File: config.mk
export PLATFORM = sky130hd
export DESIGN_NAME = line_fetch
export DESIGN_NICKNAME = d
export VERILOG_FILES = /design/src/verilog/video_pkg.sv /design/src/verilog/line_fetch.sv
export SDC_FILE = /design/constraint.sdc
export NUM_CORES = 1
export LEC_CHECK = 0
export BUFFER_PORTS_ARGS = -buffer_cell sky130_fd_sc_hd__buf_2
export CAP_MARGIN = 0
export CORE_MARGIN = 3
export CORE_UTILIZATION = 40
export DETAILED_ROUTE_END_ITERATION = 12
export GPL_TIMING_DRIVEN = 0
export HOLD_SLACK_MARGIN = 0.03
export PLACE_DENSITY = 0.76
export SYNTH_ARGS = -nofsm -noshare
export SYNTH_HDL_FRONTEND = slang
export SYNTH_SLANG_ARGS = --single-unit
File: constraint.sdc
create_clock -name clk -period 3.55 [get_ports clk]
set_input_delay 0.71 -clock clk [delete_from_list [all_inputs] [get_ports clk]]
set_output_delay 0.71 -clock clk [all_outputs]
set_load 0.01 [all_outputs]
File: src/verilog/video_pkg.sv
package video_pkg;

  // processor request as seen by the frame buffer
  typedef struct packed {
    logic [15:0] addr;
    logic [15:0] wdata;
    logic        write;   // store strobe, sampled at the rising edge
  } cpu_bus_t;

  // registered raster position and its decoded levels
  typedef struct packed {
    logic [8:0] hpos;
    logic [8:0] vpos;
    logic       display_on;
    logic       hsync;
    logic       vsync;
  } video_pos_t;

  // one word into the scanline buffer
  typedef struct packed {
    logic        we;
    logic [4:0]  index;
    logic [15:0] data;
  } line_wr_t;

  typedef enum logic [1:0] {
    DMA_IDLE      = 2'd0,
    DMA_WAIT_BUSY = 2'd1,
    DMA_COPY      = 2'd2
  } dma_state_e;

  // low byte of the address inside page 0x7F
  typedef enum logic [7:0] {
    IO_HPOS  = 8'h00,
    IO_VPOS  = 8'h01,
    IO_FLAGS = 8'h02
  } io_reg_e;

  localparam int H_VISIBLE     = 256;
  localparam int V_VISIBLE     = 240;
  localparam int LINE_WORDS    = 32;
  localparam int FETCH_WINDOW  = 4;   // hpos 256..259 may open the hold
  localparam logic [15:0] ROW_BASE = 16'h4000;
  localparam int H_SYNC_OFFSET = 16;
  localparam int H_SYNC_WIDTH  = 24;
  localparam int V_SYNC_OFFSET = 4;
  localparam int V_SYNC_WIDTH  = 3;

  // four 2-bit pixel codes to 4-bit colors, entry 0 is index 0
  localparam logic [3:0][3:0] PALETTE = {4'd7, 4'd4, 4'd1, 4'd0};

endpackage
File: src/verilog/line_fetch.sv
`timescale 1ns/100ps

module line_fetch import video_pkg::*; #(
  parameter int V_TOTAL = 262
) (
  input  logic        clk,
  input  logic        rst_n,
  input  video_pos_t  pos,
  input  logic        busy,
  output logic        hold,
  output logic [14:0] fetch_addr,
  input  logic [15:0] fetch_data,
  output line_wr_t    line_wr
);

  localparam logic [4:0] LAST_WORD = 5'(LINE_WORDS - 1);

  dma_state_e state;
  logic [8:0] next_row;
  logic [8:0] row_q;     // row being copied
  logic [4:0] rd_idx;
  logic [4:0] wr_idx;
  logic       wr_pend;   // fetch_data holds a word to store
  logic       start;

  // the row shown on the following line, wrapping to the top of the frame
  always_comb begin
    if (pos.vpos == 9'(V_TOTAL - 1))
      next_row = 9'd0;
    else
      next_row = pos.vpos + 9'd1;
  end

  assign start = (state == DMA_IDLE) && (next_row < 9'(V_VISIBLE)) &&
                 (pos.hpos >= 9'(H_VISIBLE)) &&
                 (pos.hpos < 9'(H_VISIBLE + FETCH_WINDOW));

  always_ff @(posedge clk) begin
    if (start)
      row_q <= next_row;
  end

  always_ff @(posedge clk) begin
    if (!rst_n) begin
      state   <= DMA_IDLE;
      hold    <= 1'b0;
      rd_idx  <= 5'd0;
      wr_idx  <= 5'd0;
      wr_pend <= 1'b0;
    end else begin
      wr_pend <= (state == DMA_COPY);  // read issued this cycle
      wr_idx  <= rd_idx;
      case (state)
        DMA_IDLE: begin
          if (start) begin
            state <= DMA_WAIT_BUSY;
            hold  <= 1'b1;
          end
        end
        DMA_WAIT_BUSY: begin
          if (busy) begin  // bus released by the processor
            state  <= DMA_COPY;
            rd_idx <= 5'd0;
          end
        end
        DMA_COPY: begin
          rd_idx <= rd_idx + 5'd1;
          if (rd_idx == LAST_WORD)
            state <= DMA_IDLE;
        end
        default: state <= DMA_IDLE;
      endcase
      // give the bus back with the last buffer write
      if (wr_pend && wr_idx == LAST_WORD)
        hold <= 1'b0;
    end
  end

  assign fetch_addr = ROW_BASE[14:0] + {1'b0, row_q, rd_idx};

  assign line_wr.we    = wr_pend;
  assign line_wr.index = wr_idx;
  assign line_wr.data  = fetch_data;

endmodule

# Word-level counts from Yosys, hierarchy flattened
# Index checks and enable logic that the tools add are counted.
dict set report word_totals {
  out_inout_bits 38
  ff_bits 23
  input_bits 40
}
dict set report op_classes {
  muxes 7
  n_eq_ne 8
  n_bitwise 1
  order_cmp 3
  addsub 3
  reduce_logical 10
}
# operator n
set ops {}
lappend ops {{$add 15x14->15 const A} 1}
lappend ops {{$eq 5x5->1 const B} 2}
lappend ops {{$pmux 5 s2} 1}
lappend ops {{$add 9x1->9 const B} 1}
lappend ops {{$eq 9x9->1 const B} 1}
lappend ops {{$ge 9x9->1 const B} 1}
lappend ops {{$lt 9x8->1 const B} 1}
lappend ops {{$lt 9x9->1 const B} 1}
lappend ops {{$mux 9} 1}
lappend ops {{$mux 2} 3}
lappend ops {{$pmux 2 s3} 1}
lappend ops {{$add 5x1->5 const B} 1}
lappend ops {{$mux 5} 1}
lappend ops {{$logic_and 1x1->1} 4}
lappend ops {{$ne 2x2->1 const B} 2}
lappend ops {{$reduce_and 2->1} 2}
lappend ops {{$reduce_and 3->1} 1}
lappend ops {{$eq 2x1->1 const B} 1}
lappend ops {{$eq 2x2->1 const B} 1}
lappend ops {{$logic_not 2->1} 1}
lappend ops {{$ne 2x1->1 const B} 1}
lappend ops {{$reduce_bool 2->1} 1}
lappend ops {{$reduce_or 2->1} 1}
lappend ops {{$not 1->1} 1}

# Longest topological paths before layout
dict set report logic_depth {
  depth_word 8
  ltp_mapped 7
  ltp_nobuf 7
}

# Worst setup path before layout
# Ideal clock, no wire load.
dict set report synth_timing {
  path_type {input -> register}
  start {input port pos[7] (netlist bit)}
  end {register row_q[0], enable pin}
  slack_ns 0.968
  arrival_ns 2.202
  setup_time_ns 0.380
  n_path_buf 1
  stages 5
  path_cell_list {buf_4 -> or4_4 -> nor2_4 -> a21oi_2 -> a311oi_2}
}
dict set report synth_via {
  elab_chain_len 6
  word_cells_on_any_way 7
  cone_classes {add/sub (1); order compare (1); eq/ne (1); mux (1); reduce/logical (3)}
}
# item line_no
set synth_rtl {}
lappend synth_rtl {{start, declared} line_fetch.sv:8} ;# input video_pos_t pos,
lappend synth_rtl {{$add 9x1->9 / $eq 9x9->1 (equally long branches)} {line_fetch.sv:31, line_fetch.sv:28}}
lappend synth_rtl {{$mux 9 *} line_fetch.sv:28} ;# if (pos.vpos == 9'(V_TOTAL - 1))
lappend synth_rtl {{via next_row[8]} line_fetch.sv:19} ;# logic [8:0] next_row;
lappend synth_rtl {{$lt 9x8->1 *} line_fetch.sv:34} ;# assign start = (state == DMA_IDLE) && (next_row < 9'(V_VISIBLE)) &&
lappend synth_rtl {{$logic_and 1x1->1 * (2 in a row)} line_fetch.sv:34}
lappend synth_rtl {{$logic_and 1x1->1 *} line_fetch.sv:35} ;# (pos.hpos >= 9'(H_VISIBLE)) &&
lappend synth_rtl {{via start} line_fetch.sv:24} ;# logic start;
lappend synth_rtl {{end signal, assigned} line_fetch.sv:40} ;# row_q <= next_row;
lappend synth_rtl {{end, declared} line_fetch.sv:20} ;# logic [8:0] row_q;
# Mark *: on every way through the listed nets, which the timed path passes. The rest lies on a longest branch.
# A chain may end at the register's enable or synchronous reset.

# Worst setup path after layout
dict set report layout_timing {
  start {input port pos[3] (netlist bit)}
  end {register row_q[2], enable pin}
}
# Same word-level chain as after synthesis.

==> impl_metrics.tcl <==
set metrics [dict create \
    status "completed" \
    irDropWorstVdd_mv 0.123 \
    hold_class "reg2reg" \
    cts.sinks 23 \
    syn_to_final_growth_pct 27.6 \
    fin_area_um2 1600 \
    cts-hold-fix-buffers 0 \
    max_freq_mhz 403 \
    cp-start-kind "input port" \
    instances_no_fill 226 \
    rsz0062_at_grt "no" \
    p_per_area_nw_per_um2 289 \
    path_max_fanout 11 \
    placed_cells 222 \
    fin_crit_ns 2.48 \
    max_cap_violations 0 \
    clkPwrFrac_pct 25.5 \
    first_pass_iters 4 \
    holdWs_ns 0.540 \
    ios 78 \
    cts_root_buffer "clkbuf_4" \
    diodes 0 \
    ys_seq_elements 23 \
    worst_slack_ns 1.07 \
    drc_errors 0 \
    yosysTopAreaCellShare_pct 22.4 \
    cp.required_ns 3.49 \
    antenna_found_initial 0 \
    finalHoldViolations 0 \
    drt-total-wl_mm 2.53 \
    yosys.area.top_type "dfxtp_1" \
    finalClockSkew_ns 0.00681 \
    avgSynthCellArea_um2 9.85 \
    cp-end-kind "flip-flop" \
    post_cts_resized 0 \
    layout.nets 229 \
    routed-via-count 1098 \
    critPathBufInv 1 \
    seq_power_share_pct 59.7 \
    drt-wirelength-per-cell_um 11.2 \
    clock_latency_ns 0.31 \
    rows 19 \
    die_w_um 61.9 \
    n_fill_cell 258 \
    grt_pass1_vias 979 \
    utilization_pct 55.5 \
    tightest_slew_ns 0.908 \
    post-route-period-util_pct 69.9 \
    synth.distinct_cells 37 \
    cts.clk_slew.worst_paths_ns 0.12 \
    grt_max_degree 14 \
    switchingPower_uw 108 \
    hpwl_mm 2.06 \
    cts_made_buffers 3 \
    viasPerCell 4.86 \
    setup_viol 0 \
    setup_tns_ns 0 \
    critPathTopFamily "compound AO/OA/AOI/OAI gates" \
    path_cells "buf_2, ha_1, nand3_1, o21ai_0, a21oi_2, a311oi_2" \
    grt-ovfl-total 0 \
    ys_seq_area_share_pct 44.0 \
    cp_slowest_cell "a311oi_2" \
    slew_violations 0 \
    die_h_um 61.9 \
    ys_warn_count 0 \
    switching_share_pct 23.4 \
    drtIter0Drc 27 \
    grt_usage_pct 13.6 \
    clock_path_buffers 2 \
    io_buffers 53 \
    synth_area_um2 1250 \
    finalPower_uw 461 \
    slew_headroom_pct 39.5 \
    core-area_um2 2880 \
    critPathArrivalTime_ns 2.43 \
    worstSetupPathType "in2reg" \
    synth_fp_nets 171 \
    pre_cts_ws_ns 0.725 \
    place_area_um2 1570 \
    leakage_nw 0.734 \
    dieArea_um2 3840 \
    initial_core_util_pct 43.5 \
    synth.area.top_cells "dfxtp_1 22%, edfxtp_1 22%, buf_4 11%" \
    netlist_instances 127 \
    p_int_uw 353 \
    cts_tree "yes" \
    cts_setup_buffers 0 \
    routabilityCongestion 0.837 \
    postRouteAntennaNets 0 \
    pwr-share-comb_pct 14.8 \
    grt_pass1_wl_mm 3.94 \
    critical-path-max-stage-delay_ns 0.79 \
    h-tree-depth 1 \
    drive_gt1_share_pct 45.7 \
]
## placed cells by master (no fill, tap or decap), types with 2 or more instances in the layout
master    netlist  layout
buf_2           0      53
buf_4          19      19
dfxtp_1        14      14
nor2_1         10      10
edfxtp_1        9       9
and2_1          8       8
nand2_1         6       6
nand4_1         6       6
nand3_1         5       5
a21oi_1         5       5
xnor2_1         4       4
o21ai_0         4       4
ha_1            4       4
xor2_1          3       3
clkbuf_1        3       3
clkbuf_4        0       3
inv_1           2       2
nand4b_1        2       2
and3_1          2       2
o221ai_1        2       2
## per-layer routing
layer  track usage (%)  vias up  share of wire (%)
met3              2.27        7                8.8
met2              23.0       65                 49
met1              16.7      481                 40
li1                  -      545                  -
met4              6.36        0                2.1
met5                 0        -                  0
## logic make-up after synthesis
family | share of synthesized area (%)
flip-flops | 44.0
XOR/XNOR | 4.90
adder cells (fa/ha/maj) | 4.00
buffers and inverters | 13.8
AO/OA/AOI/OAI | 9.10
other | 0.300
AND/OR/NAND/NOR | 23.9
## power by group through the flow
stage                     sequential (mW)  clock, mW  combinational [mW]
after floorplan                     0.281          0              0.0415
after global placement              0.281          0              0.0673
after detailed placement            0.281          0              0.0686
after CTS                           0.275      0.124              0.0687
after global routing                0.275      0.132              0.0760
final                               0.275      0.118              0.0685
## cell usage after synthesis
master and n:
o221a_1 1, and3_1 2, nand3_1 5, o21ai_0 4, a21oi_2 1, a311oi_1 1
and4_1 1, ha_1 4, nand4_1 6, xnor2_1 4, buf_6 1, nor3b_1 1
a21oi_1 5, or3b_2 1, nand4b_1 2, buf_4 19, xor2_1 3, o221ai_1 2
or3_1 1, or4_4 1, nor3_1 1, or2_2 1, conb_1 1, o21a_1 1
nand2b_1 1, nor2_4 1, nor4_1 1, nand2_1 6, or4b_2 1, dfxtp_1 14
inv_1 2, and2_1 8, clkbuf_1 3, nor2_1 10, edfxtp_1 9, a311oi_2 1
nor4b_1 1
## worst register-to-register path: cells and delay by family, from the launching register on
kind             cells  cell delay, ns
flip-flops           1            0.34
AND/OR/NAND/NOR      2            0.31
AO/OA/AOI/OAI        1            0.75
## registers in the layout, summed over array words and instances, names as in the netlist
register / cells
rd_idx: 5
hold: 1
wr_idx: 5
wr_pend: 1
state: 2
row_q: 9
## area by class of cell
class | instances | area [µm²] | area share, %
buffer | 23 | 165 | 10.3
tap | 42 | 52.6 | 3.29
multi-input combinational | 79 | 528 | 33.1
sequential | 23 | 551 | 34.5
clock buffer | 3 | 22.5 | 1.41
timing repair buffer | 53 | 265 | 16.6
clock inverter | 1 | 5.00 | 0.313
inverter | 2 | 7.51 | 0.470
## path summary, 6_finish.rpt
kind                               start                      to  slack (ns)  depth (start not counted)
setup / recovery                  pos[3]  row_q[2]$_SDFFCE_PN0P_        1.07                          6
hold / removal    rd_idx[3]$_SDFFE_PN0P_    wr_idx[3]$_SDFF_PN0_        0.54                          1
setup reg to reg   state[1]$_SDFFE_PN0P_  row_q[2]$_SDFFCE_PN0P_        1.79                          3
hold reg to reg   rd_idx[3]$_SDFFE_PN0P_    wr_idx[3]$_SDFF_PN0_        0.54                          1
No activity file was read; power rests on OpenSTA's default activity.
