File: config.mk
export PLATFORM = sky130hd
export DESIGN_NAME = pixel_shifter
export DESIGN_NICKNAME = d
export VERILOG_FILES = /design/src/verilog/video_pkg.sv /design/src/verilog/pixel_shifter.sv
export SDC_FILE = /design/constraint.sdc
export NUM_CORES = 1
export LEC_CHECK = 0
export BUFFER_PORTS_ARGS = -buffer_cell sky130_fd_sc_hd__buf_2
export CORE_MARGIN = 2
export CORE_UTILIZATION = 30
export DETAILED_ROUTE_END_ITERATION = 8
export PLACE_DENSITY = 0.41
export SYNTH_ARGS = -nofsm -noshare
export SYNTH_HDL_FRONTEND = slang
export SYNTH_SLANG_ARGS = --single-unit
export TNS_END_PERCENT = 10
File: constraint.sdc
create_clock -name clk -period 3.1 [get_ports clk]
set_input_delay 0.465 -clock clk [delete_from_list [all_inputs] [get_ports clk]]
set_output_delay 0.465 -clock clk [all_outputs]
set_load 0.1 [all_outputs]
File: src/verilog/video_pkg.sv
package video_pkg;

  // processor request as seen by the frame buffer
  typedef struct packed {
    logic [15:0] addr;
    logic [15:0] wdata;
    logic        write;   // store strobe, sampled at the rising edge
  } cpu_bus_t;

  // registered raster position and its decoded levels
  typedef struct packed {
    logic [8:0] hpos;
    logic [8:0] vpos;
    logic       display_on;
    logic       hsync;
    logic       vsync;
  } video_pos_t;

  // one word into the scanline buffer
  typedef struct packed {
    logic        we;
    logic [4:0]  index;
    logic [15:0] data;
  } line_wr_t;

  typedef enum logic [1:0] {
    DMA_IDLE      = 2'd0,
    DMA_WAIT_BUSY = 2'd1,
    DMA_COPY      = 2'd2
  } dma_state_e;

  // low byte of the address inside page 0x7F
  typedef enum logic [7:0] {
    IO_HPOS  = 8'h00,
    IO_VPOS  = 8'h01,
    IO_FLAGS = 8'h02
  } io_reg_e;

  localparam int H_VISIBLE     = 256;
  localparam int V_VISIBLE     = 240;
  localparam int LINE_WORDS    = 32;
  localparam int FETCH_WINDOW  = 4;   // hpos 256..259 may open the hold
  localparam logic [15:0] ROW_BASE = 16'h4000;
  localparam int H_SYNC_OFFSET = 16;
  localparam int H_SYNC_WIDTH  = 24;
  localparam int V_SYNC_OFFSET = 4;
  localparam int V_SYNC_WIDTH  = 3;

  // four 2-bit pixel codes to 4-bit colors, entry 0 is index 0
  localparam logic [3:0][3:0] PALETTE = {4'd7, 4'd4, 4'd1, 4'd0};

endpackage
File: src/verilog/pixel_shifter.sv
`timescale 1ns/100ps

module pixel_shifter import video_pkg::*; (
  input  logic       clk,
  input  logic       rst_n,
  input  video_pos_t pos,
  input  line_wr_t   line_wr,
  output logic [3:0] rgb
);

  logic [15:0] line_buf [0:LINE_WORDS-1];  // 32 words, 256 pixels of 2 bits
  logic [15:0] shift_q;
  logic [15:0] word;
  logic [1:0]  pix;
  logic        word_start;

  // filled by the fetch engine during horizontal blanking
  always_ff @(posedge clk) begin
    if (line_wr.we)
      line_buf[line_wr.index] <= line_wr.data;
  end

  assign word_start = (pos.hpos[2:0] == 3'd0);

  always_comb begin
    word = line_buf[pos.hpos[7:3]];
    // first pixel comes straight from the buffer, the rest from the shifter
    if (word_start)
      pix = word[1:0];
    else
      pix = shift_q[1:0];
  end

  always_ff @(posedge clk) begin
    if (word_start)
      shift_q <= word >> 2;
    else
      shift_q <= shift_q >> 2;
  end

  always_ff @(posedge clk) begin
    if (!rst_n)
      rgb <= 4'd0;
    else if (pos.display_on)
      rgb <= PALETTE[pix];
    else
      rgb <= 4'd0;  // black outside the visible area
  end

endmodule

Word-level counts from Yosys, hierarchy flattened --
Memories as Yosys holds them, arrays and structs flattened. Cells that the tools add are included.
Storage, ports and cells: bits in registers 20, memory bits (writable) 512, input bits 45, output and inout port bits 4, logic and storage cells 12, memories kept 1
Operators by class: $lt $le $gt $ge 1, multiplexer cells 6, reductions and logical operators 2
Memories:
- line_buf | depth 32, bits a word 16, read ports 1, clocked after memory_dff 0, wr ports 1, RTL line pixel_shifter.sv:11 | logic [15:0] line_buf [0:LINE_WORDS-1];
Operator list (number):
- $mux W14 | 1
- $bmux W4 S2 | 1
- $mux W4 | 1
- $logic_not A3 Y1 | 1
- $lt A2 B3 Y1 const B | 1
- $mux W1 | 2
- $mux W2 | 1
- $reduce_and A2 Y1 | 1

Longest topological paths before layout --
Gate-level depths: netlist of run 1.
depth in word-level cells 4, mapped depth 9

Worst setup path after synthesis of run 1 --
No wires, ideal clock.
path kind input-to-reg, from input pos[16] (netlist name), to register shift_q[2], setup time 0.132 ns, arrival time 2.227 ns, data required time 2.968 ns, path slack 0.741 ns, stages on the path 7, path buffers 3, cell sequence buf_2 -> clkbuf_1 -> buf_1 -> mux4_2 -> mux4_2 -> mux2i_1 -> a21oi_1
On the way: cells in the longest elaborated chain, start to end 2
Ends and longest elaborated chain:
- start, declared | RTL line pixel_shifter.sv:6 | input video_pos_t pos,
- $mem_v2 Z32 W16
- $mux W14 | RTL line pixel_shifter.sv:35 | if (word_start)
- end signal, assigned | RTL line pixel_shifter.sv:36 | shift_q <= word >> 2;
- end signal, assigned | RTL line pixel_shifter.sv:38 | shift_q <= shift_q >> 2;
- end, declared | RTL line pixel_shifter.sv:12 | logic [15:0] shift_q;
Every way passes these cells. A chain may end at the register's enable or synchronous reset.

Worst setup path after layout of run 1 --
from input pos[15] (netlist name), to register rgb[1]
On the way: cells in the longest elaborated chain, start to end 4
Ends and longest elaborated chain:
- $mem_v2 Z32 W16
- $mux W2 | RTL line pixel_shifter.sv:28 | if (word_start)
- $bmux W4 S2 | RTL line pixel_shifter.sv:45 | rgb <= PALETTE[pix];
- $mux W4 (implied by the code) | RTL line pixel_shifter.sv:45
- end signal, assigned | RTL line pixel_shifter.sv:45
- end, declared | RTL line pixel_shifter.sv:8 | output logic [3:0] rgb
Every way passes these cells. The select of a mux whose other input is x is not followed.

==> results.txt, run 1 <==
----------------------------------------------------
[Placement]
  Setup slack after placement ... 160 ps
  Quantity of I/O buffers inserted on ports ... 35
  Final HPWL DP ... 29.9 mm
  Routability-driven placement congestion ratio ... 0.705
  Post-DP Area ... 22000 um^2

[Synth]
  Mapped Nets ... 917
  Count of synthesis-stage warnings from yosys ... 0
  Multiplexer area fraction after synthesis ... 0.180
  Combinational family with the most area after synthesis ... multiplexers
  Portion of the post-synthesis area used by sequential elements ... 0.779
  Area of the mapped netlist ... between 20000 and 25000 um^2
  Synthesized area divided by synthesized cell count ... approximately 23 um^2
  Share of the synthesized area in compound gates (AO/OA/AOI/OAI) ... 0.0121
  XOR/XNOR share of the synthesized area ... 0
  Simple logic cell fraction of the synthesized area ... 0.0167
  Post-synthesis share of cell area spent on full adders, half adders and majority gates ... 0
  Synthesized flop and latch total ... roughly 530
  Synthesized netlist cell count ... 872
  Synth cell types ... 28

[Worst hold path]
  Worst min-delay path category ... in2reg
  Hold-critical path depth ... 3

[Clocking]
  Clock network latency to the later pin of the worst-skew pair ... 620 ps
  Setup bufs post-CTS ... 0
  Clock-pin slew on the worst setup and hold paths ... 60 ps
  Clk buf depth ... 3
  Buffer cell driving the clock tree root ... sky130_fd_sc_hd__clkbuf_16
  TritonCTS clock tree ... yes
  Clock sinks ... 529
  Post-cts gate resize count ... 0
  Number of levels the H-tree was split into ... 2
  Hold-fix buffer count after cts ... 0
  Num CTS Buffers ... 58

[Drt]
  Overall routed net length ... around 50 mm
  Number of nets with antenna violations after detailed routing ... 0
  DR DRC count ... 0
  Average routed wire per standard cell ... 26.3 um
  Iteration-0 DRC count of the detailed router ... around 750
  Vias ... ~9300
  Average via count per standard cell ... between 4 and 5
  Number of detailed-route iterations in the first pass ... 4

[STA]
  RSZ-0062 raised after global routing ... false
  Final worst setup slack ... ~910 ps
  Hold Violations, Final ... 0
  Slew at the pin with the worst max-slew slack ... 840 ps
  Max frequency ... between 0.4 and 0.5 GHz
  Crit share post-route ... 0.707
  Skew final ... 23.1 ps
  Total setup violations reported at the end of the flow ... 0
  Tightest slew margin relative to the limit ... 0.438
  Total negative setup slack ... 0 ps
  Final-report max-slew violation count ... 0
  Post-layout minimum cycle time ... 2190 ps

[Floorplanning]
  Placement Rows ... 95
  Core Area ... 66900 um^2
  Initial Util ... 0.301
  Die extent in y ... 263 um
  Area of the die ... 69300 um^2
  Chip Width ... 263 um
  I/O pin cnt ... 49

[Run]
  Maximum capacitance violations ... 0

[Setup path]
  Setup CP Type ... in2reg
  Critical path startpoint category ... primary input
  Worst Path Arrival ... ~2700 ps
  Maximum fanout along the worst path ... 30
  Required time reported for the critical path endpoint ... 3630 ps
  Worst Reg2Reg Path Length in Cells ... 7
  CP Capture Type ... flip-flop

[Global route]
  Pin count of the biggest net entering global routing ... 34
  Final global-route overflow total ... 0
  Antenna violations before repair ... 1
  Vias in the first global route ... 9751
  Wire length of the first global-routing pass ... 73.0 mm
  Total routing usage reported by global routing ... 0.147

[Final layout]
  Nets ... 1035
  Layout Cell Area excl Fill ... 23800 um^2
  Antenna Cells ... 0
  Signed area change from the synthesized netlist to the final layout ... 17.9%
  Fraction of layout instances using a drive strength above 1 ... 0.343

[Pwr]
  Static leakage power ... 7.52 nW
  P per Cell Area ... about 640 nW/um^2
  Tot Pwr ... 15.2 mW
  IR Drop Worst-Case VDD ... between 0.3 and 0.4 mV

[Status]
  Run status ... finished, final reports clean

----------------------------------------------------
==> power breakdown <==
| group | switching [mW] | total [mW] | internal (mW) |
|---|---|---|---|
| Clock | 2.72 | 6.48 | 3.76 |
| Combinational | 0.477 | 0.797 | 0.319 |
| Sequential | 0.0241 | 7.97 | 7.95 |
| Total | 3.22 | 15.2 | 12.0 |
==> cells by family (layout without fill, tap and decap cells) <==
kind of cell,after synthesis,count (layout)
compound gates,37,37
buf+inv,45,209
flops,529,529
mux,187,187
other cells,1,1
simple gates,73,73
==> metrics by stage <==
| step | hold WS [ps] | instances | utilization |
|---|---|---|---|
| final | 118 | 1909 | 0.355 |
| after CTS | 71.1 | 1909 | 0.355 |
| after global routing | 133 | 1909 | 0.355 |
| after floorplan | 445 | 872 | - |
| after detailed placement | 469 | 1803 | 0.329 |
| after global placement | 463 | 1803 | 0.329 |
==> critical path, cell delays in order <==
cell and delay, ps:
sky130_fd_sc_hd__buf_8 190, sky130_fd_sc_hd__buf_12 290, sky130_fd_sc_hd__buf_4 230, sky130_fd_sc_hd__mux2i_1 80
sky130_fd_sc_hd__a22oi_1 150, sky130_fd_sc_hd__a211oi_1 100, sky130_fd_sc_hd__a2111oi_0 710, sky130_fd_sc_hd__buf_4 250
sky130_fd_sc_hd__mux2i_1 90, sky130_fd_sc_hd__nor2b_1 110
==> flip-flops by register name, indices dropped and copies added, names as in the netlist <==
| register | count |
|---|---|
| line_buf | 512 |
| rgb | 3 |
| shift_q | 14 |
==> cell type report <==
type | count | area [um^2]
sequential | 529 | 15700
multi-input combinational | 298 | 4290
clock buffer | 78 | 1570
tap | 873 | 1090
fill | 6174 | 43100
timing repair buffer | 103 | 902
clock inverter | 28 | 205
==> cells in the final DEF (no fill, tap or decap), types with 2 or more instances in the layout <==
master,n
sky130_fd_sc_hd__or3b_2,3
sky130_fd_sc_hd__nand2_1,4
sky130_fd_sc_hd__nor2_1,16
sky130_fd_sc_hd__clkbuf_16,59
sky130_fd_sc_hd__buf_4,52
sky130_fd_sc_hd__bufinv_16,3
sky130_fd_sc_hd__nor2b_1,6
sky130_fd_sc_hd__edfxtp_1,512
sky130_fd_sc_hd__a211oi_1,2
sky130_fd_sc_hd__buf_2,33
sky130_fd_sc_hd__clkbuf_8,2
sky130_fd_sc_hd__nand3_1,2
sky130_fd_sc_hd__nand3b_1,5
sky130_fd_sc_hd__mux2i_1,47
sky130_fd_sc_hd__clkinv_2,9
sky130_fd_sc_hd__mux4_2,140
sky130_fd_sc_hd__buf_12,16
sky130_fd_sc_hd__nor2_2,32
sky130_fd_sc_hd__clkbuf_1,17
sky130_fd_sc_hd__clkinv_1,14
sky130_fd_sc_hd__a22oi_1,16
sky130_fd_sc_hd__dfxtp_1,17
sky130_fd_sc_hd__a21oi_1,16
==> per-layer routing <==
layer  vias up  wire length, um  GRT usage
li1       3935                -          -
met1      5035            24000      0.218
met2       214            23100      0.225
met3        67             1980     0.0224
met4         0             1110     0.0460
met5         -                0          0
==> synthesized netlist by cell type (all sizes together) <==
cell     instances  area, um^2
a2111oi          1        8.76
a211oi           3        27.5
a21boi           1        7.51
a21oi           16        80.1
a22oi           16         120
and2             1        6.26
buf             30         189
clkbuf          15        56.3
conb             1        3.75
dfxtp           17         340
edfxtp         512       15400
mux2i           47         470
mux4           140        3150
nand2            4        15.0
nand2b           1        6.26
nand3            2        10.0
nand3b           5        37.5
nor2            48         180
nor2b            6        37.5
nor3             1        5.00
or3              1        6.26
or3b             3        26.3
or4              1        7.51
==> path summary, 6_finish.rpt <==
kind / startpoint / to / slack (ps)
worst max-delay path: pos[15] / rgb[1] / 910
worst min-delay path: pos[2] / rgb[2] / 120
worst max register to register: line_buf[13][1] / rgb[1] / 1130
worst min register to register: shift_q[12] / shift_q[10] / 470
Power figures use the tool's default switching activity.
==> inputs of run 2 (changes only) <==
clock period = 2.04 ns   (was 3.1 ns; I/O delays follow)
==> run 2 against run 1 <==
Clock skew decreased by 7.2 ps. Worst setup slack worse by 750 ps. Sequential share of layout area fell by 1.5 points. Critical path depth fell by 5. First-iteration DRC count increased by 1.3%. Critical path type is now reg2reg.
==> results.txt, run 2 (synthesis gave the netlist of run 1 again) <==
----------------------------------------------------
[Status]
  Run status ... finished, final reports clean

[Final layout]
  Fill cell instance count of the final layout ... 6141
  Fraction of layout instances using a drive strength above 1 ... 0.372
  Register name with the most flops ... line_buf
  Signed area change from the synthesized netlist to the final layout ... 20.7%
  Nets ... 1084
  Top library cells by usage in the layout, fill and taps aside ... sky130_fd_sc_hd__edfxtp_1, sky130_fd_sc_hd__mux4_2, sky130_fd_sc_hd__buf_4
  Layout Cell Area excl Fill ... 24300 um^2
  Share of the core filled with cells ... 0.364
  Final Non-Filler Cells ... between 1500 and 2000
  Largest registers ... line_buf (512), shift_q (14), rgb (3)
  Most common cell after layout, fill and taps aside ... sky130_fd_sc_hd__edfxtp_1
  Max reg flops ... between 500 and 600

[STA]
  Slew at the pin with the worst max-slew slack ... approximately 660 ps
  Skew final ... between 15 and 20 ps
  Tightest slew margin relative to the limit ... 0.563
  Post-layout minimum cycle time ... 1890 ps
  Total negative setup slack ... 0 ps
  Final worst setup slack ... 155 ps
  Final-report max-slew violation count ... 0
  Max frequency ... 0.530 GHz
  Worst slack on hold paths ... between 100 and 150 ps
  RSZ-0062 raised after global routing ... false
  Crit share post-route ... 0.924
  Total setup violations reported at the end of the flow ... 0
  Hold Violations, Final ... 0

[Floorplanning]
  Chip Width ... 263 um
  Initial Util ... 0.301
  I/O pin cnt ... 49
  Placement Rows ... 95
  Core Area ... 66900 um^2
  Die extent in y ... around 260 um
  Area of the die ... 69300 um^2

[Setup path]
  Worst Path Arrival ... around 2400 ps
  Setup CP Type ... reg2reg
  Required time reported for the critical path endpoint ... 2500 ps
  Cell with the largest stage delay on the worst path ... sky130_fd_sc_hd__mux4_2
  Delay contributed by the slowest stage of the critical path ... 550 ps
  Critical path startpoint category ... flip-flop
  CP Capture Type ... flip-flop
  Most Frequent Cell on Critical Path ... sky130_fd_sc_hd__mux4_2
  Maximum fanout along the worst path ... 1
  Worst-path cell chain ... mux4_2 -> mux4_2 -> mux2i_1 -> buf_4 -> a21oi_1

[Pwr]
  Proportion of power drawn by flip-flops and latches ... 0.522
  Portion of total power attributed to combinational logic ... 0.057
  Internal power ... roughly 18 mW
  Static leakage power ... 7.81 nW
  Clock power share ... 0.420
  P per Cell Area ... 953 nW/um^2
  Fraction of power spent switching nets ... 0.207
  IR Drop Worst-Case VDD ... about 0.64 mV
  Tot Pwr ... 23.2 mW
  Power dissipated by switching net loads ... 4.81 mW

[Global route]
  Vias in the first global route ... 9973
  Wire length of the first global-routing pass ... between 70 and 80 mm
  Pin count of the biggest net entering global routing ... 37
  Total routing usage reported by global routing ... 0.147
  Antenna violations before repair ... 0
  Final global-route overflow total ... 0

[Placement]
  Post-DP Area ... roughly 23000 um^2
  Quantity of I/O buffers inserted on ports ... 35
  Setup slack after placement ... -386 ps
  Final HPWL DP ... ~32 mm
  Placed Cells incl. Taps ... 1854
  Routability-driven placement congestion ratio ... between 0.7 and 0.8

[Clocking]
  Clock-pin slew on the worst setup and hold paths ... 60 ps
  Clock sinks ... 529
  Clk buf depth ... 3
  Hold-fix buffer count after cts ... 0
  Setup bufs post-CTS ... 0
  TritonCTS clock tree ... yes
  Number of levels the H-tree was split into ... 2
  Num CTS Buffers ... between 50 and 60
  Clock network latency to the later pin of the worst-skew pair ... 600 ps
  Buffer cell driving the clock tree root ... sky130_fd_sc_hd__clkbuf_16

[Drt]
  Iteration-0 DRC count of the detailed router ... 761
  Number of nets with antenna violations after detailed routing ... 0
  Average routed wire per standard cell ... 25.8 um
  Number of detailed-route iterations in the first pass ... 4
  Overall routed net length ... about 50 mm
  Vias ... a little over 9000
  Average via count per standard cell ... 4.76
  DR DRC count ... 0

[Worst hold path]
  Worst min-delay path category ... in2reg

[Run]
  Maximum capacitance violations ... 0

----------------------------------------------------
run 2: cell types whose count changed in the layout (fill, tap and decap cells not counted), moves of 2 or more:
| cell | delta |
|---|---|
| sky130_fd_sc_hd__clkbuf_16 | -2 |
| sky130_fd_sc_hd__clkbuf_8 | +2 |
| sky130_fd_sc_hd__buf_12 | +16 |
| sky130_fd_sc_hd__clkinv_2 | -3 |
| sky130_fd_sc_hd__buf_4 | +36 |
run 2: routing by layer:
layer	vias up	global-route usage	share of wire
li1	4030	-	-
met1	5046	0.212	0.47
met2	168	0.232	0.47
met3	63	0.0257	0.045
met4	0	0.0374	0.018
met5	-	0	0
run 2: worst paths after layout:
path                            cells past startpoint        startpoint          end  slack [ps]
worst min-delay path                                3             rst_n       rgb[2]         120
worst min register to register                      2       shift_q[13]  shift_q[11]         470
worst max register to register                      5  line_buf[31][11]   shift_q[9]         150
worst max-delay path                                5  line_buf[31][11]   shift_q[9]         150
run 2: final cells by class:
class | count | area [um^2] | area share
Antenna cell | 1 | 2.50 | 0.000103
Clock buffer | 78 | 1550 | 0.0635
Clock inverter | 23 | 199 | 0.00817
Multi-Input combinational cell | 298 | 4310 | 0.177
Sequential cell | 529 | 15700 | 0.646
Tap cell | 873 | 1090 | 0.0449
Timing Repair Buffer | 154 | 1480 | 0.0609
run 2: worst max-delay path: cells and delay by family (launching register included):
family / cells / cell delay (ps)
AO/OA/AOI/OAI: 1 / 60
buffers and inverters: 1 / 140
flip-flops: 1 / 350
multiplexers: 3 / 1210
run 2: power groups by stage:
stage               Clock (mW)  Sequential [mW]  Combinational (mW)
floorplan                    0             12.4               0.695
global placement             0             12.3                1.34
detailed placement           0             12.3                1.35
CTS                       10.1             12.1                1.35
global route              10.5             12.1                1.43
finish                    9.75             12.1                1.33
run 2: timing repair:
item	CTS	global route
gates resized for setup	0	2
endpoints found under the setup margin	0	2
endpoints found under the hold margin	0	0
