### config.mk
export PLATFORM = sky130hd
export DESIGN_NAME = raster_timing
export DESIGN_NICKNAME = d
export VERILOG_FILES = /design/src/verilog/video_pkg.sv /design/src/verilog/raster_timing.sv
export SDC_FILE = /design/constraint.sdc
export NUM_CORES = 1
export LEC_CHECK = 0
export BUFFER_PORTS_ARGS = -buffer_cell sky130_fd_sc_hd__buf_2
export CORE_MARGIN = 1.5
export CORE_UTILIZATION = 55
export CTS_BUF_LIST = sky130_fd_sc_hd__clkbuf_4 sky130_fd_sc_hd__clkbuf_8 sky130_fd_sc_hd__clkbuf_16
export DETAILED_ROUTE_END_ITERATION = 16
export PLACE_DENSITY = 0.81
export SYNTH_ARGS = -nofsm -noshare
export SYNTH_HDL_FRONTEND = slang
export SYNTH_SLANG_ARGS = --single-unit
### constraint.sdc
create_clock -name clk -period 3.7 [get_ports clk]
set_input_delay 0.185 -clock clk [delete_from_list [all_inputs] [get_ports clk]]
set_output_delay 0.185 -clock clk [all_outputs]
set_load 0.05 [all_outputs]
### src/verilog/video_pkg.sv
package video_pkg;

  // processor request as seen by the frame buffer
  typedef struct packed {
    logic [15:0] addr;
    logic [15:0] wdata;
    logic        write;   // store strobe, sampled at the rising edge
  } cpu_bus_t;

  // registered raster position and its decoded levels
  typedef struct packed {
    logic [8:0] hpos;
    logic [8:0] vpos;
    logic       display_on;
    logic       hsync;
    logic       vsync;
  } video_pos_t;

  // one word into the scanline buffer
  typedef struct packed {
    logic        we;
    logic [4:0]  index;
    logic [15:0] data;
  } line_wr_t;

  typedef enum logic [1:0] {
    DMA_IDLE      = 2'd0,
    DMA_WAIT_BUSY = 2'd1,
    DMA_COPY      = 2'd2
  } dma_state_e;

  // low byte of the address inside page 0x7F
  typedef enum logic [7:0] {
    IO_HPOS  = 8'h00,
    IO_VPOS  = 8'h01,
    IO_FLAGS = 8'h02
  } io_reg_e;

  localparam int H_VISIBLE     = 256;
  localparam int V_VISIBLE     = 240;
  localparam int LINE_WORDS    = 32;
  localparam int FETCH_WINDOW  = 4;   // hpos 256..259 may open the hold
  localparam logic [15:0] ROW_BASE = 16'h4000;
  localparam int H_SYNC_OFFSET = 16;
  localparam int H_SYNC_WIDTH  = 24;
  localparam int V_SYNC_OFFSET = 4;
  localparam int V_SYNC_WIDTH  = 3;

  // four 2-bit pixel codes to 4-bit colors, entry 0 is index 0
  localparam logic [3:0][3:0] PALETTE = {4'd7, 4'd4, 4'd1, 4'd0};

endpackage
### src/verilog/raster_timing.sv
`timescale 1ns/100ps

module raster_timing import video_pkg::*; #(
  parameter int H_TOTAL = 320,
  parameter int V_TOTAL = 262
) (
  input  logic       clk,
  input  logic       rst_n,
  output video_pos_t pos
);

  localparam int H_SYNC_START = H_VISIBLE + H_SYNC_OFFSET;
  localparam int H_SYNC_END   = H_SYNC_START + H_SYNC_WIDTH;
  localparam int V_SYNC_START = V_VISIBLE + V_SYNC_OFFSET;
  localparam int V_SYNC_END   = V_SYNC_START + V_SYNC_WIDTH;

  logic [8:0] h_next;
  logic [8:0] v_next;

  // all levels are decoded from the same counter values they travel with
  function automatic video_pos_t decode(input logic [8:0] h, input logic [8:0] v);
    video_pos_t p;
    p.hpos       = h;
    p.vpos       = v;
    p.display_on = (h < 9'(H_VISIBLE)) && (v < 9'(V_VISIBLE));
    p.hsync      = (h >= 9'(H_SYNC_START)) && (h < 9'(H_SYNC_END));
    p.vsync      = (v >= 9'(V_SYNC_START)) && (v < 9'(V_SYNC_END));
    return p;
  endfunction

  always_comb begin
    h_next = pos.hpos + 9'd1;
    v_next = pos.vpos;
    if (pos.hpos == 9'(H_TOTAL - 1)) begin
      h_next = 9'd0;
      // line wrap moves the vertical counter
      if (pos.vpos == 9'(V_TOTAL - 1))
        v_next = 9'd0;
      else
        v_next = pos.vpos + 9'd1;
    end
  end

  always_ff @(posedge clk) begin
    if (!rst_n)
      pos <= decode(9'd0, 9'd0);  // top left corner, display already on
    else
      pos <= decode(h_next, v_next);
  end

endmodule

======== Yosys cells after proc, flatten, opt, wreduce, memory -nomap -nowiden ========
Index checks and enable logic that the tools add are counted.
storage, ports and cells
  output and inout port bits .............. 21
  register bits after elaboration ......... 21
  bits of input ports ..................... 2
  logic and storage cells ................. 21
operators by class
  reduce and logical (&&, ||, !) cells .... 3
  multiplexer cells ....................... 3
  order comparisons ....................... 6
  add/subtract/negate cells ............... 2
  equality and inequality tests ........... 2
operators by type and width
  cell                                                                           count
  9-bit 2-to-1 mux                                                               3
  9-bit by 1-bit adder with 9-bit output (second input constant)                 2
  9-bit equality test (second input constant)                                    2
  9-bit by 8-bit less-than comparator with 1-bit output (second input constant)  2
  9-bit less-than comparator (second input constant)                             2
  9-bit by 8-bit >= comparator with 1-bit output (second input constant)         1
  9-bit >= comparator (second input constant)                                    1
  1-bit logical AND                                                              3

======== Longest topological paths before layout ========
Gate-level depths: netlist of run 1.
  word-level depth ........................ 5
  gate-level depth with buffers ........... 7
  depth with buffers taken out ............ 7

======== Worst setup path after synthesis of run 1 ========
Ideal clock, no wire load.
  path kind ............................... flip-flop to flip-flop
  from .................................... reg pos[12] in the netlist's numbering
  to ...................................... reg pos[0] in the netlist's numbering
  clock period less this slack ............ 2.403 ns
  data required time ...................... 3.584 ns
  slack ................................... 1.297 ns
  stages on the path, launching flop included .. 8
  path buffers ............................ 1
  arrival time ............................ 2.287 ns
  library setup time ...................... 0.116 ns
  cells stage by stage .................... dfxtp_1 > ha_1 > nand4bb_4 > or2_1 > buf_2 > or4_1 > o211a_1 > and3_1
between the ends
  word-level cells in the longest chain between the ends .. 4
  elaborated cells on any way between the ends .. 5
  those cells by class .................... order compare (2); eq/ne (1); mux (1); reduce/logical (1)
RTL lines
  item                                                                                                                            line                 RTL
  start: declaration                                                                                                              raster_timing.sv:9   output video_pos_t pos
  start signal: assignment                                                                                                        raster_timing.sv:46  pos <= decode(9'd0, 9'd0);
  start signal: assignment                                                                                                        raster_timing.sv:48  pos <= decode(h_next, v_next);
  9-bit equality test *                                                                                                           raster_timing.sv:34  if (pos.hpos == 9'(H_TOTAL - 1)) begin
  9-bit 2-to-1 mux *                                                                                                              raster_timing.sv:34
  9-bit by 8-bit >= comparator with 1-bit output / 9-bit by 8-bit less-than comparator with 1-bit output (equally long branches)  raster_timing.sv:27  p.vsync = (v >= 9'(V_SYNC_START)) && (v < 9'(V_SYNC_END));
  1-bit logical AND *                                                                                                             raster_timing.sv:27
Every way passes the cells marked *; elsewhere a longest branch is shown, timed or not.
A chain may end at the register's enable or synchronous reset.

======== Worst setup path after layout of run 1 ========
  from .................................... reg pos[5] in the netlist's numbering
  to ...................................... reg pos[0] in the netlist's numbering
between the ends
  word-level cells in the longest chain between the ends .. 5
  elaborated cells on any way between the ends .. 7
  those cells by class .................... add/sub (1); order compare (2); eq/ne (1); mux (2); reduce/logical (1)
RTL lines
  item                                                                                                                            line                                      RTL
  9-bit by 1-bit adder with 9-bit output / 9-bit equality test (equally long branches)                                            raster_timing.sv:40, raster_timing.sv:37
  9-bit 2-to-1 mux                                                                                                                raster_timing.sv:37                       if (pos.vpos == 9'(V_TOTAL - 1))
  9-bit 2-to-1 mux *                                                                                                              raster_timing.sv:34
  9-bit by 8-bit >= comparator with 1-bit output / 9-bit by 8-bit less-than comparator with 1-bit output (equally long branches)  raster_timing.sv:27
  1-bit logical AND *                                                                                                             raster_timing.sv:27
Marks and branches as above.

==> results.cfg, run 1 <==
[synthesis]
synthArstFlopShare = 0
synth.avg_cell_area_sq_um = 8.50
synth_area_sq_um = 1210
yosys.cell_types.count = 45
syn_nets = 148
ys.flop_type = dfxtp_1
ys_ff_latch = 21
synth_warnings = 0
syn_inst = 143
seq_area_frac_synth = 0.346
synth-edff-count = 0

[global_routing]
grt_pass1_wl_mm = 4.45
grt_pass1_vias = 957
grt_antenna_before_repair = 0
grt_usage = 0.236
grt_max_degree = 19
grt_overflow = 0

[floorplan]
coreArea_sq_um = 2020
io_pins = 23
num_rows = 16
die_h_microns = 50
die_x_microns = 50
die_area_sq_um = 2500
start_util = 0.601

[worst_setup_path]
crit_required_ps = 3970
worst-setup-path-type = reg -> reg
startpoint_type = flip-flop
end_kind = flip-flop
crit_arrival_ps = 2430
cp_max_fo = 12

[drt]
vias_per_cell = 5.90
drcViolationCount = 0
wl_per_cell_microns = 13.9
ant_nets = 0
routed_wl_mm = 2.60
drt_iter0_markers = 27
vias = 1104
drt_first_pass_iters = 4

[power_and_ir_drop]
p_total_mw = 0.369
ir_drop_mv = 0.313
static-leakage-power_nw = 0.540
powerDensity_nw_per_um2 = 275

[sta]
final_max_slew_viol_count = 0
finalCritPeriodShare = 0.585
clock.fmax_ghz = 0.462
setup_tns_ps = 0
worstMarginPinSlew_ps = 773
hold_violations = 0
setup_violations = 0
clock_skew_ps = 1.59
period_needed_ps = 2160
slew_headroom = 0.480
rsz0062_at_grt = no

[clock_tree]
postCtsSetupBuffers = 0
clock_sinks = 21
cts.repair.resized = 0
clk_pin_slew_ps = 110
cts_tree = done
cts_buffer_depth = 2
cts_buffers = 3
htreeDepth = 1
cts_root_buf = clkbuf_4
ctsHoldBuffers = 0
clk_latency_ps = 310

[finish]
most-common-layout-cells = buf_2 (22), dfxtp_1 (21), a21oi_1 (11), nand2_1 (10), nor2_1 (9)
post-route-cell-area_sq_um = 1340
drive_above_1_share = 0.213
largest_reg_flops = 21
reg_top3 = pos x21
final_nets = 166
final_common_cell = buf_2
top_register = pos
nFillCells = 177
syn2layout_area_growth_pct = 10.5
antennaDiodeCount = 0

[hold_path]
hp-class = in -> reg

[run_status]
status = finished, final reports clean

[placed_design]
dpl_cell_area_sq_um = 1320
io_buffers = 22
dp_hpwl_mm = 1.92
gp_congestion = 0.967

[job]
drv_cap = 0
[report_power, final]
group          total, mW  internal (mW)  switching (mW)
combinational     0.0234        0.00626          0.0171
clock              0.113         0.0405          0.0726
sequential         0.232          0.229         0.00333
total              0.369          0.276          0.0931
[worst paths after layout]
| check | from | endpoint | slack (ps) | cells after the start |
|---|---|---|---|---|
| worst min-delay path | rst_n | pos[10] | 230 | 2 |
| worst min register to register | pos[12] | pos[12] | 500 | 1 |
| worst max-delay path | pos[5] | pos[0] | 1540 | 5 |
| worst max register to register | pos[5] | pos[0] | 1540 | 5 |
[cell families (layout without fill, tap and decap cells)]
kind of cell	Yosys count	count (layout)	share of synthesized area
buffers and inverters	14	31	0.0515
flip-flops	21	21	0.346
multiplexers	3	3	0.0247
adder cells (fa/ha/maj)	3	3	0.0309
AO/OA/AOI/OAI	29	29	0.168
XOR/XNOR	6	6	0.0433
AND/OR/NAND/NOR	67	67	0.336
[metal layers]
metal  part of all wire  GRT usage
met1               0.47      0.318
met2               0.46      0.368
met3              0.055     0.0364
met4              0.020      0.111
met5                  0          0
[cell usage after synthesis (3+ instances only)]
master | n | area, sq um
a21oi_1 | 11 | 55.1
and2_1 | 5 | 31.3
clkbuf_1 | 6 | 22.5
dfxtp_1 | 21 | 420
ha_1 | 3 | 37.5
inv_1 | 5 | 18.8
mux2i_1 | 3 | 30.0
nand2_1 | 10 | 37.5
nand3_1 | 6 | 30.0
nand4_1 | 4 | 25.0
nor2_1 | 9 | 33.8
nor2b_1 | 5 | 31.3
nor3_1 | 6 | 30.0
nor4_1 | 4 | 25.0
o21ai_0 | 3 | 15.0
or3_1 | 3 | 18.8
xor2_1 | 4 | 35.0
[stage by stage]
stage          hold WS [ps]  worst slack [ps]  instances  utilization
4_1_cts                 225              1570        187        0.664
2_1_floorplan           535              1300        143            -
5_1_grt                 246              1360        187        0.664
3_3_place_gp            455              1660        183        0.650
3_5_place_dp            476              1590        183        0.650
6_report                231              1540        187        0.664
[worst max-delay path, stage by stage, from the launching register on]
cell	delay (ps)
dfxtp_1	530
or4b_4	520
nor4_1	590
or4_1	200
o211a_1	130
and3_1	140
[cell type report]
type	instances	area, sq um	share of cell area
sequential	21	420	0.313
inverter	5	18.8	0.0140
tap	27	33.8	0.0252
timing repair buffer	22	110	0.0820
clock inverter	1	5.00	0.00373
clock buffer	3	22.5	0.0168
multi-input combinational	108	732	0.545
No activity file was read; power rests on OpenSTA's default activity.
==> run 2, diff against run 1 <==
Settings changed: CORE_UTILIZATION 55 to 54, PLACE_DENSITY 0.81 to 0.8.
Clock period 3.7 ns to 2.1 ns, I/O delays scaled along.
==> results.cfg, run 2 (synthesis gave the netlist of run 1 again) <==
[placed_design]
dpl_worst_slack_ps = 117
gp_congestion = 0.868
io_buffers = 22
dp_hpwl_mm = 2.09
dpl_cell_area_sq_um = 1390
dp.cells = 190

[clock_tree]
clk_pin_slew_ps = 120
cts_buffer_depth = 2
clk_latency_ps = 310
cts_buffers = 3
postCtsSetupBuffers = 0
cts_root_buf = clkbuf_4
cts_tree = done
htreeDepth = 1
clock_sinks = 21

[drt]
routed_wl_mm = 2.84
vias_per_cell = 5.93
drcViolationCount = 0
wl_per_cell_microns = 14.6
vias = 1150
ant_nets = 0
drt_iter0_markers = 45
drt_first_pass_iters = 4

[worst_setup_path]
startpoint_type = flip-flop
slowest_delay_ps = 390
crit_required_ps = 2370
end_kind = flip-flop
critical_path_buf_inv_count = 1
path_delay_family = simple AND/OR/NAND/NOR gates
cp_max_fo = 6
worst-setup-path-type = reg -> reg
slowest_stage = dfxtp_4
crit_chain = ha_2 -> nand4bb_4 -> buf_4 -> nor4_1 -> xor2_1 -> o2111a_1 -> and3_1
crit_arrival_ps = 2290

[finish]
syn2layout_area_growth_pct = 17.1
nFillCells = 187
drive_above_1_share = 0.323
most-common-layout-cells = buf_2 (22), a21oi_1 (11), dfxtp_1 (11), nand2_1 (10), nor2_1 (9)
post-route-cell-area_sq_um = 1420
final_cells = 194
largest_reg_flops = 21
antennaDiodeCount = 0
reg_top3 = pos x21
final_common_cell = buf_2
top_register = pos
final_nets = 173

[global_routing]
grt_pass1_vias = 1058
grt_antenna_before_repair = 0
grt_overflow = 0
grt_pass1_wl_mm = 4.95
grt_usage = 0.255
grt_max_degree = 19

[sta]
setup_violations = 0
rsz0062_at_grt = no
final_max_slew_viol_count = 0
layout_setup_ws_ps = 73.8
whs_ps = 165
worstMarginPinSlew_ps = 448
period_needed_ps = 2030
slew_headroom = 0.698
hold_violations = 0
clock_skew_ps = 2.38
setup_tns_ps = 0
clock.fmax_ghz = 0.494
finalCritPeriodShare = 0.965

[floorplan]
die_h_microns = 50.4
die_x_microns = 50.4
coreArea_sq_um = 2040
start_util = 0.595
num_rows = 16
io_pins = 23
die_area_sq_um = 2540

[power_and_ir_drop]
static-leakage-power_nw = 0.575
ir_drop_mv = 0.292
powerDensity_nw_per_um2 = 462

[hold_path]
hp-class = in -> reg

[run_status]
status = finished, final reports clean

[job]
drv_cap = 0
## run 2: cell count changes in the layout (fill, tap and decap cells not counted), sizes merged
cell	previous run	this run
buf	22	29
## run 2: metal layers
metal	vias up	wire [microns]	share of wire	GRT usage
met5	-	0	0	0
met3	3	158	0.056	0.0268
met4	0	19	0.0067	0.0811
met2	44	1320	0.47	0.412
li1	570	-	-	-
met1	533	1340	0.47	0.358
## run 2: layout make-up
cell class | count | area (sq um) | area share
multi-input combinational | 108 | 742 | 0.522
inverter | 5 | 18.8 | 0.0132
clock buffer | 3 | 22.5 | 0.0158
clock inverter | 1 | 5.00 | 0.00352
tap | 27 | 33.8 | 0.0237
sequential | 21 | 438 | 0.308
timing repair buffer | 29 | 163 | 0.114
## run 2: timing repair
action	in CTS	in global routing
resized for setup	0	2
hold buffers	0	0
setup endpoints to repair	0	2
## run 2: through the flow
step / power, mW / util
floorplan: 0.451 / -
global placement: 0.460 / 0.680
detailed placement: 0.463 / 0.680
CTS: 0.666 / 0.693
global route: 0.679 / 0.697
finish: 0.658 / 0.697
## run 2: path summary, 6_finish.rpt
check | startpoint | end | slack (ps) | cells past startpoint
max reg2reg | pos[12] | pos[0] | 70 | 7
min reg2reg | pos[12] | pos[12] | 460 | 1
min | rst_n | pos[4] | 170 | 2
max | pos[12] | pos[0] | 70 | 7
## run 2: power by group
group          switching, mW  internal [mW]  leakage (nW)
combinational         0.0317         0.0121         0.383
clock                  0.133         0.0713        0.0177
sequential           0.00639          0.403         0.175
==> run 3, diff against run 2 <==
Settings changed: CORE_ASPECT_RATIO set to 1.25, RECOVER_POWER set to 50.
Clock period 2.1 ns to 2.25 ns, I/O delays scaled along.
==> results.cfg, run 3 (synthesis gave the netlist of run 1 again) <==
[sta]
finalCritPeriodShare = 0.928
rsz0062_at_grt = no
period_needed_ps = 2090
worstMarginPinSlew_ps = 609
final_max_slew_viol_count = 0
setup_violations = 0
whs_ps = 189
setup_tns_ps = 0
hold_violations = 0
slew_headroom = 0.596
clock_skew_ps = 4.54
clock.fmax_ghz = 0.479

[clock_tree]
clock_sinks = 21
cts_tree = done
cts.repair.resized = 0
cts_buffers = 3
htreeDepth = 1
cts_root_buf = clkbuf_4
ctsHoldBuffers = 0
clk_latency_ps = 300
cts_buffer_depth = 2
postCtsSetupBuffers = 0
clk_pin_slew_ps = 120

[finish]
finish.utilization = 0.640
reg_top3 = pos x21
largest_reg_flops = 21
final_nets = 173
most-common-layout-cells = clkbuf_1 (19), dfxtp_1 (17), a21oi_1 (11), nand2_1 (10), nor2_1 (9)
top_register = pos
final_common_cell = clkbuf_1
antennaDiodeCount = 0
syn2layout_area_growth_pct = 13.9
nFillCells = 193
drive_above_1_share = 0.156

[drt]
wl_per_cell_microns = 14.4
drt_first_pass_iters = 4
drcViolationCount = 0
vias_per_cell = 5.80
ant_nets = 0
vias = 1148
routed_wl_mm = 2.85
drt_iter0_markers = 23

[worst_setup_path]
endpoint = pos[0]
crit_required_ps = 2460
worst-setup-path-type = reg -> reg
crit_chain = ha_1 -> nand4bb_4 -> or2_1 -> or4_1 -> o211a_1 -> and3_1
r2r_cells = 6
crit_arrival_ps = 2300
end_kind = flip-flop
slowest_delay_ps = 510
timing.rr.start = pos[12]
slowest_stage = or4_1
r2r_setup_slack_ps = 160
startpoint_type = flip-flop
cp_max_fo = 10
r2r_end = pos[0]
cp-startpoint = pos[12]

[power_and_ir_drop]
ir_drop_mv = 0.258
static-leakage-power_nw = 0.500
powerDensity_nw_per_um2 = 444

[run_status]
status = finished, final reports clean

[placed_design]
io_buffers = 22
gp_congestion = 0.949
dp_hpwl_mm = 2.16

[floorplan]
io_pins = 23
num_rows = 19
coreArea_sq_um = 2160
die_x_microns = 45.4
start_util = 0.562
die_h_microns = 56.0
die_area_sq_um = 2550

[global_routing]
grt_overflow = 0
grt_usage = 0.251
grt_pass1_wl_mm = 4.80
grt_antenna_before_repair = 0
grt_max_degree = 19
grt_pass1_vias = 1108

[hold_path]
hp-class = in -> reg

[job]
drv_cap = 0
==> run 3: critical path, delay by kind of cell, from the launching register on <==
kind | cells | cell delay, ps
flip-flops | 1 | 370
AND/OR/NAND/NOR | 4 | 1220
adder cells (fa/ha/maj) | 1 | 280
AO/OA/AOI/OAI | 1 | 120
==> run 3: final cells by class <==
type	count	area [sq um]	share of cell area
timing repair buffer	29	139	0.100
tap	31	38.8	0.0280
clock buffer	4	30.0	0.0217
sequential	21	425	0.307
inverter	5	18.8	0.0136
multi-input combinational	108	732	0.529
==> run 3: worst min-delay path by stage <==
stage / startpoint / slack [ps] / cells after the start / to
after detailed placement: pos[12] / 440 / 1 / pos[12]
after global routing: rst_n / 210 / 2 / pos[10]
final: rst_n / 190 / 2 / pos[10]
after global placement: pos[12] / 420 / 1 / pos[12]
after CTS: rst_n / 190 / 2 / pos[10]
after floorplan: rst_n / 460 / 2 / pos[9]
==> run 3: through the flow <==
stage | instances | setup slack (ps) | power, mW | cell area [sq um]
after floorplan | 143 | 33.1 | 0.421 | 1220
after global placement | 194 | 246 | 0.429 | 1380
after detailed placement | 194 | 161 | 0.431 | 1380
after CTS | 198 | 152 | 0.620 | 1410
after global routing | 198 | 44.9 | 0.638 | 1380
final | 198 | 162 | 0.614 | 1380
==> run 3: metal layers <==
metal / global-route usage / vias to the layer above / wire length [microns]
li1: - / 565 / -
met1: 0.294 / 554 / 1190
met2: 0.421 / 23 / 1490
met3: 0.0292 / 6 / 79
met4: 0.134 / 0 / 86
met5: 0 / - / 0
==> run 3: power by group <==
part | internal, mW | switching, mW | leakage [nW] | total (mW)
combinational | 0.00916 | 0.0291 | 0.311 | 0.0383
sequential | 0.377 | 0.00567 | 0.171 | 0.383
clock | 0.0811 | 0.112 | 0.0184 | 0.193
total | 0.467 | 0.147 | 0.500 | 0.614
